**config.mk**
```make
export PLATFORM = sky130hd
export DESIGN_NAME = pk_panel_top
export DESIGN_NICKNAME = d
export VERILOG_FILES = /design/src/pk_pkg.sv /design/src/pk_if.sv /design/src/pk_uart.sv /design/src/pk_cmd_decode.sv /design/src/pk_panel_exec.sv /design/src/pk_status_send.sv /design/src/pk_panel_top.sv
export SDC_FILE = /design/constraint.sdc
export NUM_CORES = 1
export LEC_CHECK = 0
export BUFFER_PORTS_ARGS = -buffer_cell sky130_fd_sc_hd__buf_2
export CAP_MARGIN = 20
export CORE_MARGIN = 2
export CORE_UTILIZATION = 50
export DETAILED_ROUTE_END_ITERATION = 16
export PLACE_DENSITY = 0.66
export SLEW_MARGIN = 25
export SYNTH_ARGS = -nofsm -noshare
export SYNTH_HDL_FRONTEND = slang
export SYNTH_SLANG_ARGS = --single-unit
```
**constraint.sdc**
```tcl
create_clock -name CLK_EXT -period 4.8 [get_ports CLK_EXT]
set_input_delay 0.72 -clock CLK_EXT [delete_from_list [all_inputs] [get_ports CLK_EXT]]
set_output_delay 0.72 -clock CLK_EXT [all_outputs]
set_load 0.03 [all_outputs]
```
**src/pk_pkg.sv**
```systemverilog
// control panel shared definitions
// command byte, bit 7:5 select the command
//   000 ignored, 001 fn key (4:1 index, 0 value), 01x keys[5:0], 100 keys[10:6],
//   101 keys[15:11], 110 status request, 111 rotary position (3:0)
package pk_pkg;

	typedef logic [15:0] word_t;
	typedef logic [7:0] byte_t;
	typedef logic [3:0] rot_pos_t;
	// wre_, rsc, rsb, rsa, wic, wac, war, wir, wrs, wrz, wkb
	typedef logic [10:0] rot_bus_t;

	typedef enum logic [3:0] {
		FN_START = 4'd0,
		FN_MODE  = 4'd1,
		FN_CLOCK = 4'd2,
		FN_STOPN = 4'd3,
		FN_STEP  = 4'd4,
		FN_FETCH = 4'd5,
		FN_STORE = 4'd6,
		FN_CYCLE = 4'd7,
		FN_LOAD  = 4'd8,
		FN_BIN   = 4'd9,
		FN_OPRQ  = 4'd10,
		FN_CLEAR = 4'd11
	} fn_key_t;

	typedef enum logic [2:0] {
		CMD_NONE,
		CMD_FNKEY,
		CMD_KEYS_LO,
		CMD_KEYS_MID,
		CMD_KEYS_HI,
		CMD_STATUS,
		CMD_ROTARY
	} cmd_kind_t;

	// r0..r7, then IC AC AR IR SR RZ KB, last position doubles KB
	localparam rot_bus_t ROT_TABLE [16] = '{
		11'b10000000000, 11'b10010000000, 11'b10100000000, 11'b10110000000,
		11'b11000000000, 11'b11010000000, 11'b11100000000, 11'b11110000000,
		11'b00001000000, 11'b00000100000, 11'b00000010000, 11'b00000001000,
		11'b00000000100, 11'b00000000010, 11'b00000000001, 11'b00000000001
	};
	localparam rot_pos_t ROT_RESET_POS = 4'd1;

	// serial bit timing
	localparam int CLKS_PER_BIT = 16;
	typedef logic [$clog2(CLKS_PER_BIT)-1:0] bit_cnt_t;
	localparam bit_cnt_t BIT_LAST = bit_cnt_t'(CLKS_PER_BIT - 1);
	// start bit center, minus the synchronizer delay
	localparam bit_cnt_t HALF_LOAD = bit_cnt_t'(CLKS_PER_BIT / 2 - 2);

	// momentary key pulse length
	localparam int PULSE_LEN = 4;
	typedef logic [$clog2(PULSE_LEN+1)-1:0] pulse_cnt_t;
	localparam pulse_cnt_t PULSE_LOAD = pulse_cnt_t'(PULSE_LEN);

endpackage

```
**src/pk_if.sv**
```systemverilog
// control panel internal bundles
// decoded command strobe and panel status toward the report sender
`timescale 1ns/10ps

interface pk_cmd_if;
	logic valid;
	pk_pkg::cmd_kind_t kind;
	pk_pkg::fn_key_t fn_idx;
	logic fn_val;
	logic [5:0] field;
	pk_pkg::rot_pos_t pos;

	modport src (output valid, kind, fn_idx, fn_val, field, pos);
	modport dst (input valid, kind, fn_idx, fn_val, field, pos);
endinterface

interface pk_stat_if;
	logic mode;
	logic stop_n;
	logic zeg;
	pk_pkg::rot_pos_t rot_pos;

	modport src (output mode, stop_n, zeg, rot_pos);
	modport dst (input mode, stop_n, zeg, rot_pos);
endinterface

```
**src/pk_uart.sv**
```systemverilog
// panel UART, 8N1 receiver and transmitter
// fixed bit time of CLKS_PER_BIT clocks
`timescale 1ns/10ps

module pk_uart (
	input  logic CLK_EXT,
	input  logic rst_n,
	input  logic rxd,
	output logic txd,
	output logic rx_valid,
	output pk_pkg::byte_t rx_byte,
	input  logic tx_start,
	input  pk_pkg::byte_t tx_byte,
	output logic tx_busy
);

	typedef enum logic [1:0] {RX_IDLE, RX_START, RX_DATA, RX_STOP} rx_state_t;

	logic [1:0] rx_sync;
	logic rx_s;
	rx_state_t rx_state;
	pk_pkg::bit_cnt_t rx_cnt;
	logic [2:0] rx_bit;
	pk_pkg::bit_cnt_t tx_cnt;
	logic [3:0] tx_left;
	logic [8:0] tx_shift;

	assign rx_s = rx_sync[1];

	always_ff @(posedge CLK_EXT) begin
		if (!rst_n)
			rx_sync <= 2'b11;
		else
			rx_sync <= {rx_sync[0], rxd};
	end

	always_ff @(posedge CLK_EXT) begin
		if (!rst_n) begin
			rx_state <= RX_IDLE;
			rx_cnt <= '0;
			rx_bit <= '0;
			rx_valid <= 1'b0;
		end else begin
			rx_valid <= 1'b0;
			if (rx_state != RX_IDLE && rx_cnt != '0)
				rx_cnt <= rx_cnt - 1'b1;
			case (rx_state)
				RX_IDLE: begin
					if (!rx_s) begin
						rx_state <= RX_START;
						rx_cnt <= pk_pkg::HALF_LOAD;
					end
				end
				RX_START: begin
					// glitch shorter than half a bit falls back to idle
					if (rx_cnt == '0) begin
						rx_state <= rx_s ? RX_IDLE : RX_DATA;
						rx_cnt <= pk_pkg::BIT_LAST;
						rx_bit <= '0;
					end
				end
				RX_DATA: begin
					if (rx_cnt == '0) begin
						rx_cnt <= pk_pkg::BIT_LAST;
						rx_bit <= rx_bit + 1'b1;
						if (rx_bit == 3'd7)
							rx_state <= RX_STOP;
					end
				end
				default: begin
					// framing error drops the byte
					if (rx_cnt == '0) begin
						rx_valid <= rx_s;
						rx_state <= RX_IDLE;
					end
				end
			endcase
		end
	end

	// lsb first
	always_ff @(posedge CLK_EXT) begin
		if (rx_state == RX_DATA && rx_cnt == '0)
			rx_byte <= {rx_s, rx_byte[7:1]};
	end

	always_ff @(posedge CLK_EXT) begin
		if (!rst_n) begin
			txd <= 1'b1;
			tx_busy <= 1'b0;
			tx_cnt <= '0;
			tx_left <= '0;
		end else if (!tx_busy) begin
			if (tx_start) begin
				txd <= 1'b0;
				tx_busy <= 1'b1;
				tx_cnt <= pk_pkg::BIT_LAST;
				tx_left <= 4'd9;
			end
		end else if (tx_cnt != '0) begin
			tx_cnt <= tx_cnt - 1'b1;
		end else if (tx_left == '0) begin
			tx_busy <= 1'b0;
		end else begin
			txd <= tx_shift[0];
			tx_cnt <= pk_pkg::BIT_LAST;
			tx_left <= tx_left - 1'b1;
		end
	end

	// data bits then stop bit
	always_ff @(posedge CLK_EXT) begin
		if (!tx_busy && tx_start)
			tx_shift <= {1'b1, tx_byte};
		else if (tx_busy && tx_cnt == '0)
			tx_shift <= {1'b1, tx_shift[8:1]};
	end

	a_tx_start_idle: assert property (@(posedge CLK_EXT) disable iff (!rst_n)
		tx_start |-> !tx_busy);

endmodule

```
**src/pk_cmd_decode.sv**
```systemverilog
// command decoder, one typed strobe per received byte
`timescale 1ns/10ps

module pk_cmd_decode (
	input  logic CLK_EXT,
	input  logic rst_n,
	input  logic rx_valid,
	input  pk_pkg::byte_t rx_byte,
	pk_cmd_if.src cmd
);

	pk_pkg::cmd_kind_t kind;

	always_comb begin
		case (rx_byte[7:5])
			3'b001: kind = pk_pkg::CMD_FNKEY;
			3'b010,
			3'b011: kind = pk_pkg::CMD_KEYS_LO;
			3'b100: kind = pk_pkg::CMD_KEYS_MID;
			3'b101: kind = pk_pkg::CMD_KEYS_HI;
			3'b110: kind = pk_pkg::CMD_STATUS;
			3'b111: kind = pk_pkg::CMD_ROTARY;
			default: kind = pk_pkg::CMD_NONE;
		endcase
	end

	always_ff @(posedge CLK_EXT) begin
		if (!rst_n)
			cmd.valid <= 1'b0;
		else
			cmd.valid <= rx_valid && kind != pk_pkg::CMD_NONE;
	end

	// payload only meaningful with valid
	always_ff @(posedge CLK_EXT) begin
		if (rx_valid) begin
			cmd.kind <= kind;
			cmd.fn_idx <= pk_pkg::fn_key_t'(rx_byte[4:1]);
			cmd.fn_val <= rx_byte[0];
			cmd.field <= rx_byte[5:0];
			cmd.pos <= rx_byte[3:0];
		end
	end

	// serial bytes are at least a frame apart
	a_valid_single: assert property (@(posedge CLK_EXT) disable iff (!rst_n)
		cmd.valid |=> !cmd.valid);

endmodule

```
**src/pk_panel_exec.sv**
```systemverilog
// panel state: data keys, function keys, rotary selector
// drives the latched controls, strobes and momentary pulses
`timescale 1ns/10ps

module pk_panel_exec (
	input  logic CLK_EXT,
	input  logic rst_n,
	pk_cmd_if.dst cmd,
	pk_stat_if.src stat,
	input  logic hlt_n_,
	input  logic p0_,
	output logic work,
	output logic start_s_,
	output logic stop_s_,
	output pk_pkg::word_t kl,
	output logic dcl_,
	output logic step_,
	output logic fetch_,
	output logic store_,
	output logic cycle_,
	output logic load_,
	output logic bin_,
	output logic oprq_,
	output pk_pkg::rot_bus_t rot_bus
);

	logic fn_cmd;
	logic start_k;
	logic mode_k;
	logic clock_k;
	logic stop_n_q;
	pk_pkg::rot_pos_t rot_pos_q;
	logic [7:0] pulse_on;

	assign fn_cmd = cmd.valid && cmd.kind == pk_pkg::CMD_FNKEY;

	always_ff @(posedge CLK_EXT) begin
		if (!rst_n) begin
			kl <= '0;
			rot_pos_q <= pk_pkg::ROT_RESET_POS;
			rot_bus <= pk_pkg::ROT_TABLE[pk_pkg::ROT_RESET_POS];
		end else if (cmd.valid) begin
			case (cmd.kind)
				pk_pkg::CMD_KEYS_LO: kl[5:0] <= cmd.field;
				pk_pkg::CMD_KEYS_MID: kl[10:6] <= cmd.field[4:0];
				pk_pkg::CMD_KEYS_HI: kl[15:11] <= cmd.field[4:0];
				pk_pkg::CMD_ROTARY: begin
					rot_pos_q <= cmd.pos;
					rot_bus <= pk_pkg::ROT_TABLE[cmd.pos];
				end
				default: ;
			endcase
		end
	end

	// latched keys and the start/stop edges
	always_ff @(posedge CLK_EXT) begin
		if (!rst_n) begin
			start_k <= 1'b0;
			mode_k <= 1'b0;
			clock_k <= 1'b0;
			start_s_ <= 1'b1;
			stop_s_ <= 1'b1;
		end else begin
			start_s_ <= !(fn_cmd && cmd.fn_idx == pk_pkg::FN_START && cmd.fn_val && !start_k);
			stop_s_ <= !(fn_cmd && cmd.fn_idx == pk_pkg::FN_START && !cmd.fn_val && start_k);
			if (fn_cmd && cmd.fn_idx == pk_pkg::FN_START)
				start_k <= cmd.fn_val;
			if (fn_cmd && cmd.fn_idx == pk_pkg::FN_MODE)
				mode_k <= cmd.fn_val;
			if (fn_cmd && cmd.fn_idx == pk_pkg::FN_CLOCK)
				clock_k <= cmd.fn_val;
		end
	end

	// halt from the CPU wins over a toggle
	always_ff @(posedge CLK_EXT) begin
		if (!rst_n || !hlt_n_)
			stop_n_q <= 1'b0;
		else if (fn_cmd && cmd.fn_idx == pk_pkg::FN_STOPN && cmd.fn_val)
			stop_n_q <= !stop_n_q;
	end

	// step..clear are keys 4..11, one counter each
	genvar g;
	for (g = 0; g < 8; g++) begin : g_pulse
		pk_pkg::pulse_cnt_t cnt;

		always_ff @(posedge CLK_EXT) begin
			if (!rst_n)
				cnt <= '0;
			else if (fn_cmd && cmd.fn_val && cmd.fn_idx == pk_pkg::fn_key_t'(g + 4))
				cnt <= pk_pkg::PULSE_LOAD;
			else if (cnt != '0)
				cnt <= cnt - 1'b1;
		end

		assign pulse_on[g] = cnt != '0;
	end

	assign work = start_k;
	assign step_ = !pulse_on[0];
	assign fetch_ = !pulse_on[1] || p0_;
	assign store_ = !pulse_on[2] || p0_;
	assign cycle_ = !pulse_on[3] || p0_;
	assign load_ = !pulse_on[4] || p0_;
	assign bin_ = !pulse_on[5] || p0_;
	assign oprq_ = !pulse_on[6];
	assign dcl_ = !pulse_on[7];

	assign stat.mode = mode_k;
	assign stat.stop_n = stop_n_q;
	assign stat.zeg = clock_k;
	assign stat.rot_pos = rot_pos_q;

	a_rot_table: assert property (@(posedge CLK_EXT) disable iff (!rst_n)
		rot_bus == pk_pkg::ROT_TABLE[rot_pos_q]);

endmodule

```
**src/pk_status_send.sv**
```systemverilog
// status report sender
// four bytes back to back: w high, w low, lamps, rotary and alarms
`timescale 1ns/10ps

module pk_status_send (
	input  logic CLK_EXT,
	input  logic rst_n,
	pk_cmd_if.dst cmd,
	pk_stat_if.dst stat,
	input  pk_pkg::word_t w,
	input  logic p_,
	input  logic mc_,
	input  logic alarm_,
	input  logic wait_,
	input  logic irq,
	input  logic q,
	input  logic run,
	input  logic tx_busy,
	output logic tx_start,
	output pk_pkg::byte_t tx_byte
);

	typedef enum logic [1:0] {ST_IDLE, ST_SEND, ST_WAIT_BUSY, ST_WAIT_DONE} st_t;

	st_t state;
	logic [1:0] b_cnt;
	pk_pkg::byte_t data;

	always_comb begin
		case (b_cnt)
			2'd0: data = w[15:8];
			2'd1: data = w[7:0];
			2'd2: data = {stat.mode, stat.stop_n, stat.zeg, q, !p_, !mc_, irq, run};
			default: data = {stat.rot_pos, 2'b00, !wait_, !alarm_};
		endcase
	end

	always_ff @(posedge CLK_EXT) begin
		if (!rst_n) begin
			state <= ST_IDLE;
			b_cnt <= '0;
			tx_start <= 1'b0;
		end else begin
			tx_start <= 1'b0;
			case (state)
				ST_IDLE: begin
					b_cnt <= '0;
					if (cmd.valid && cmd.kind == pk_pkg::CMD_STATUS)
						state <= ST_SEND;
				end
				ST_SEND: begin
					if (!tx_busy) begin
						tx_start <= 1'b1;
						state <= ST_WAIT_BUSY;
					end
				end
				ST_WAIT_BUSY: begin
					if (tx_busy)
						state <= ST_WAIT_DONE;
				end
				default: begin
					if (!tx_busy) begin
						b_cnt <= b_cnt + 1'b1;
						state <= (b_cnt == 2'd3) ? ST_IDLE : ST_SEND;
					end
				end
			endcase
		end
	end

	// inputs captured as each byte goes out
	always_ff @(posedge CLK_EXT) begin
		if (state == ST_SEND && !tx_busy)
			tx_byte <= data;
	end

	a_start_pulse: assert property (@(posedge CLK_EXT) disable iff (!rst_n)
		tx_start |=> !tx_start);

	a_start_busy: assert property (@(posedge CLK_EXT) disable iff (!rst_n)
		tx_start |=> tx_busy);

endmodule

```
**src/pk_panel_top.sv**
```systemverilog
// control panel serial front end, top level
`timescale 1ns/10ps

module pk_panel_top (
	input  logic CLK_EXT,
	input  logic rst_n,
	input  logic RXD,
	output logic TXD,
	input  logic hlt_n_,
	input  logic p0_,
	output logic work,
	output logic start_s_,
	output logic stop_s_,
	output logic mode,
	output logic stop_n,
	output logic zeg,
	output pk_pkg::word_t kl,
	output logic dcl_,
	output logic step_,
	output logic fetch_,
	output logic store_,
	output logic cycle_,
	output logic load_,
	output logic bin_,
	output logic oprq_,
	input  pk_pkg::word_t w,
	input  logic p_,
	input  logic mc_,
	input  logic alarm_,
	input  logic wait_,
	input  logic irq,
	input  logic q,
	input  logic run,
	output logic wre_,
	output logic rsa,
	output logic rsb,
	output logic rsc,
	output logic wic,
	output logic wac,
	output logic war,
	output logic wir,
	output logic wrs,
	output logic wrz,
	output logic wkb
);

	logic rx_valid;
	pk_pkg::byte_t rx_byte;
	logic tx_start;
	pk_pkg::byte_t tx_byte;
	logic tx_busy;
	pk_pkg::rot_bus_t rot_bus;

	pk_cmd_if cmd_if ();
	pk_stat_if stat_if ();

	pk_uart uart0 (
		.CLK_EXT(CLK_EXT), .rst_n(rst_n), .rxd(RXD), .txd(TXD),
		.rx_valid(rx_valid), .rx_byte(rx_byte),
		.tx_start(tx_start), .tx_byte(tx_byte), .tx_busy(tx_busy)
	);

	pk_cmd_decode decode0 (
		.CLK_EXT(CLK_EXT), .rst_n(rst_n),
		.rx_valid(rx_valid), .rx_byte(rx_byte), .cmd(cmd_if.src)
	);

	pk_panel_exec exec0 (
		.CLK_EXT(CLK_EXT), .rst_n(rst_n), .cmd(cmd_if.dst), .stat(stat_if.src),
		.hlt_n_(hlt_n_), .p0_(p0_), .work(work), .start_s_(start_s_), .stop_s_(stop_s_),
		.kl(kl), .dcl_(dcl_), .step_(step_), .fetch_(fetch_), .store_(store_),
		.cycle_(cycle_), .load_(load_), .bin_(bin_), .oprq_(oprq_), .rot_bus(rot_bus)
	);

	pk_status_send send0 (
		.CLK_EXT(CLK_EXT), .rst_n(rst_n), .cmd(cmd_if.dst), .stat(stat_if.dst),
		.w(w), .p_(p_), .mc_(mc_), .alarm_(alarm_), .wait_(wait_), .irq(irq),
		.q(q), .run(run), .tx_busy(tx_busy), .tx_start(tx_start), .tx_byte(tx_byte)
	);

	assign mode = stat_if.mode;
	assign stop_n = stat_if.stop_n;
	assign zeg = stat_if.zeg;
	assign {wre_, rsc, rsb, rsa, wic, wac, war, wir, wrs, wrz, wkb} = rot_bus;

	// line idles high between frames
	a_txd_idle: assert property (@(posedge CLK_EXT) disable iff (!rst_n)
		!tx_busy |-> TXD);

endmodule

```
==> results_dict.tcl <==
set metrics [dict create \
    status "finished clean" \
    p_leak_uw 0.002708 \
    p_int_uw 2299 \
    crit_chain "inv_1 > ha_1 > nand2b_1 > nand2b_1 > buf_2" \
    design_area_um2 6606 \
    drive_gt1_share_pct 18.62 \
    critical_path_class "flop to output port" \
    nets 688 \
    startpoint_type "flop" \
    required_ns 4.08 \
    fmax_mhz 435.9 \
    final.min_clock_period_ns 2.294 \
    slowest_stage "dfxtp_1" \
    cts_buffers 17 \
    wl_per_cell_um 14.78 \
    fin_tns_setup_ns 0 \
    yosys_warnings 0 \
    port_buffers 69 \
    synthCells 562 \
    synthTopCellsByCount "dfxtp_1, nor2_1, inv_1" \
    netlist.area_leader.share_pct 31.71 \
    drt_iter0_drc 235 \
    tightest_slew_ns 0.9184 \
    synth_ff_type "dfxtp_1" \
    grt_pass1_wl_um 18990 \
    clkLatencyLatePin_ns 0.52 \
    setup_violations 0 \
    post_cts_resized 0 \
    clk_pin_slew_ns 0.06 \
    syn_to_final_growth_pct 17.57 \
    ctsHoldBuffers 0 \
    drt_first_pass_iters 7 \
    placed_area_um2 6057 \
    ant_nets 0 \
    p_clk_share_pct 33.6 \
    tritoncts "done" \
    synth.yosys.seq_area_share_pct 49.34 \
    grt_pass1_vias 4086 \
    cts-root-buf "clkbuf_8" \
    start_util_pct 51.61 \
    pwr-share-seq_pct 38.9 \
    htree_levels 4 \
    place_congestion 0.8267 \
    clk_path_buf_depth 2 \
    cp-end-kind "output port" \
    hold_viol 0 \
    synth_area_leader_cell "dfxtp_1" \
    vias 4229 \
    syn-num-nets 624 \
    finClkSkew_ns 0.007692 \
    cts_sinks 122 \
    peakVddDrop_mv 0.3534 \
    synthTopCellsByArea "dfxtp_1, edfxtp_1, ha_1, mux2i_1, nor2_1" \
    fp.coreArea_um2 10890 \
    ys_types 55 \
    drc 0 \
    die_x_um 110.0 \
    post_cts_buffers 0 \
    crit_buf_inv 2 \
    slowest_delay_ns 0.35 \
    synth_xor_area_share_pct 1.715 \
    avgSynthCellArea_um2 9.998 \
    grt-ovfl-total 0 \
    comb_power_share_pct 27.5 \
    synth_edf_count 33 \
    p_total_uw 3436 \
    synth-simple-area-share_pct 17.90 \
    crit_family "flip-flops" \
    p_sw_share_pct 33.09 \
    yosysMostFrequentCell "dfxtp_1" \
    die_y_um 110.0 \
    dieArea_um2 12100 \
    rsz0062_at_grt "false" \
    max-slew-margin-rel_pct 38.65 \
    crit_fanout 4 \
    dp_hpwl_um 8080 \
    grt_use_total_pct 20.39 \
    crit_top_cell "nand2b_1" \
    syn_area_um2 5619 \
    maxCapViolCount 0 \
    via_per_inst 5.429 \
    hold_path_class "input pin to flop" \
    rows 38 \
    wirelength_um 11510 \
    arrival_ns 1.57 \
    synth_fa_ha_area_share_pct 7.571 \
    antenna_cells 0 \
    maxSlewViolCount 0 \
    ios 70 \
    antenna_found_initial 0 \
    ys_ff_latch 122 \
    synth_top_family_by_area "simple AND/OR/NAND/NOR gates" \
    async_flop_share_pct 0 \
    fill_cells 891 \
    p_sw_uw 1137 \
    grt_max_degree 47 \
    period_share_pct 47.79 \
    powerDensity_nw_per_um2 520.1 \
    muxShareOfSynthArea_pct 7.459 \
    synth_compound_area_share_pct 11.40 \
]
## flip-flops by register name, summed over array words and instances, names as in the netlist, 2 cells and up
register / count
decode0.cmd.field: 3
decode0.cmd.kind: 3
decode0.cmd.pos: 3
exec0.g_pulse.cnt: 24
exec0.kl: 16
exec0.rot_bus: 11
exec0.stat.rot_pos: 4
send0.b_cnt: 2
send0.state: 2
send0.tx_byte: 8
uart0.rx_bit: 3
uart0.rx_byte: 8
uart0.rx_cnt: 4
uart0.rx_state: 2
uart0.rx_sync: 2
uart0.tx_cnt: 4
uart0.tx_left: 4
uart0.tx_shift: 8
## path summary, 6_finish.rpt
path	to	slack, ns	cells past startpoint	from
worst max-delay path	store_	2.51	5	exec0.g_pulse[2].cnt[0]
worst min-delay path	uart0.rx_sync[0]	0.39	2	RXD
worst max register to register	uart0.rx_byte[4]	2.78	4	uart0.rx_cnt[0]
worst min register to register	uart0.rx_sync[1]	0.42	1	uart0.rx_sync[0]
## layer usage
| metal | GRT usage, % | part of all wire [%] |
|---|---|---|
| met5 | 0 | 0 |
| met4 | 9.403 | 2.1 |
| met3 | 6.173 | 3.9 |
| met2 | 33.92 | 49 |
| met1 | 24.14 | 45 |
## area by class of cell
class | instances | area (um2) | share of cell area (%)
clock buffers | 20 | 460.4 | 6.970
multi-input cells | 372 | 2587 | 39.17
clock inverters | 12 | 88.84 | 1.345
flip-flops and latches | 122 | 2773 | 41.97
repair buffers | 72 | 367.9 | 5.568
inverters | 41 | 153.9 | 2.330
well taps | 140 | 175.2 | 2.652
## power by group through the flow
stage                     registers (uW)  logic (uW)  clock network [uW]
final                               1340         945                1160
after global routing                1360        1070                1220
after CTS                           1330         952                1180
after detailed placement            1350         944                   0
after global placement              1350         906                   0
after floorplan                     1320         761                   0
## through the flow
| stage | instances | util [%] | hold slack (ns) | setup WS, ns |
|---|---|---|---|---|
| 5_1_grt | 779 | 60.68 | 0.3842 | 2.390 |
| 4_1_cts | 779 | 60.68 | 0.3703 | 2.472 |
| 6_report | 779 | 60.68 | 0.3892 | 2.506 |
| 3_3_place_gp | 747 | 55.63 | 0.3995 | 2.488 |
| 3_5_place_dp | 747 | 55.63 | 0.4064 | 2.423 |
| 2_1_floorplan | 562 | - | 0.3863 | 3.043 |
## logic make-up (layout without fill, tap and decap cells)
group                      Yosys count  count (layout)
muxes                               41              41
xor gates and xnor gates            11              11
buffers and inverters               68             145
adders and majority gates           34              34
AOI/OAI and AO/OA                   95              95
and+or+nand+nor                    191             191
DFF                                122             122
## layout by cell type, fill, tap and decap left out, types with 3 or more instances in the layout
master / Yosys / layout
nand4b_1: 7 / 7
o21ai_0: 15 / 15
o31ai_1: 3 / 3
nor2b_1: 6 / 6
mux2_2: 7 / 7
nor2_1: 62 / 62
nor3b_1: 3 / 3
edfxtp_1: 33 / 33
a311oi_1: 3 / 3
buf_4: 0 / 3
nor3_1: 7 / 7
nand4_1: 8 / 8
ha_1: 34 / 34
a211oi_1: 9 / 9
xnor2_1: 10 / 10
a21oi_1: 33 / 33
a222oi_1: 9 / 9
nand2b_1: 22 / 22
clkinv_2: 0 / 3
clkbuf_16: 0 / 17
a21o_1: 4 / 4
buf_2: 3 / 69
nand3_1: 12 / 12
and2_1: 4 / 4
dfxtp_1: 89 / 89
mux2i_1: 34 / 34
inv_1: 41 / 41
nand2_1: 40 / 40
nor4bb_1: 3 / 3
clkinv_4: 0 / 4
No activity file was read; power rests on OpenSTA's default activity.
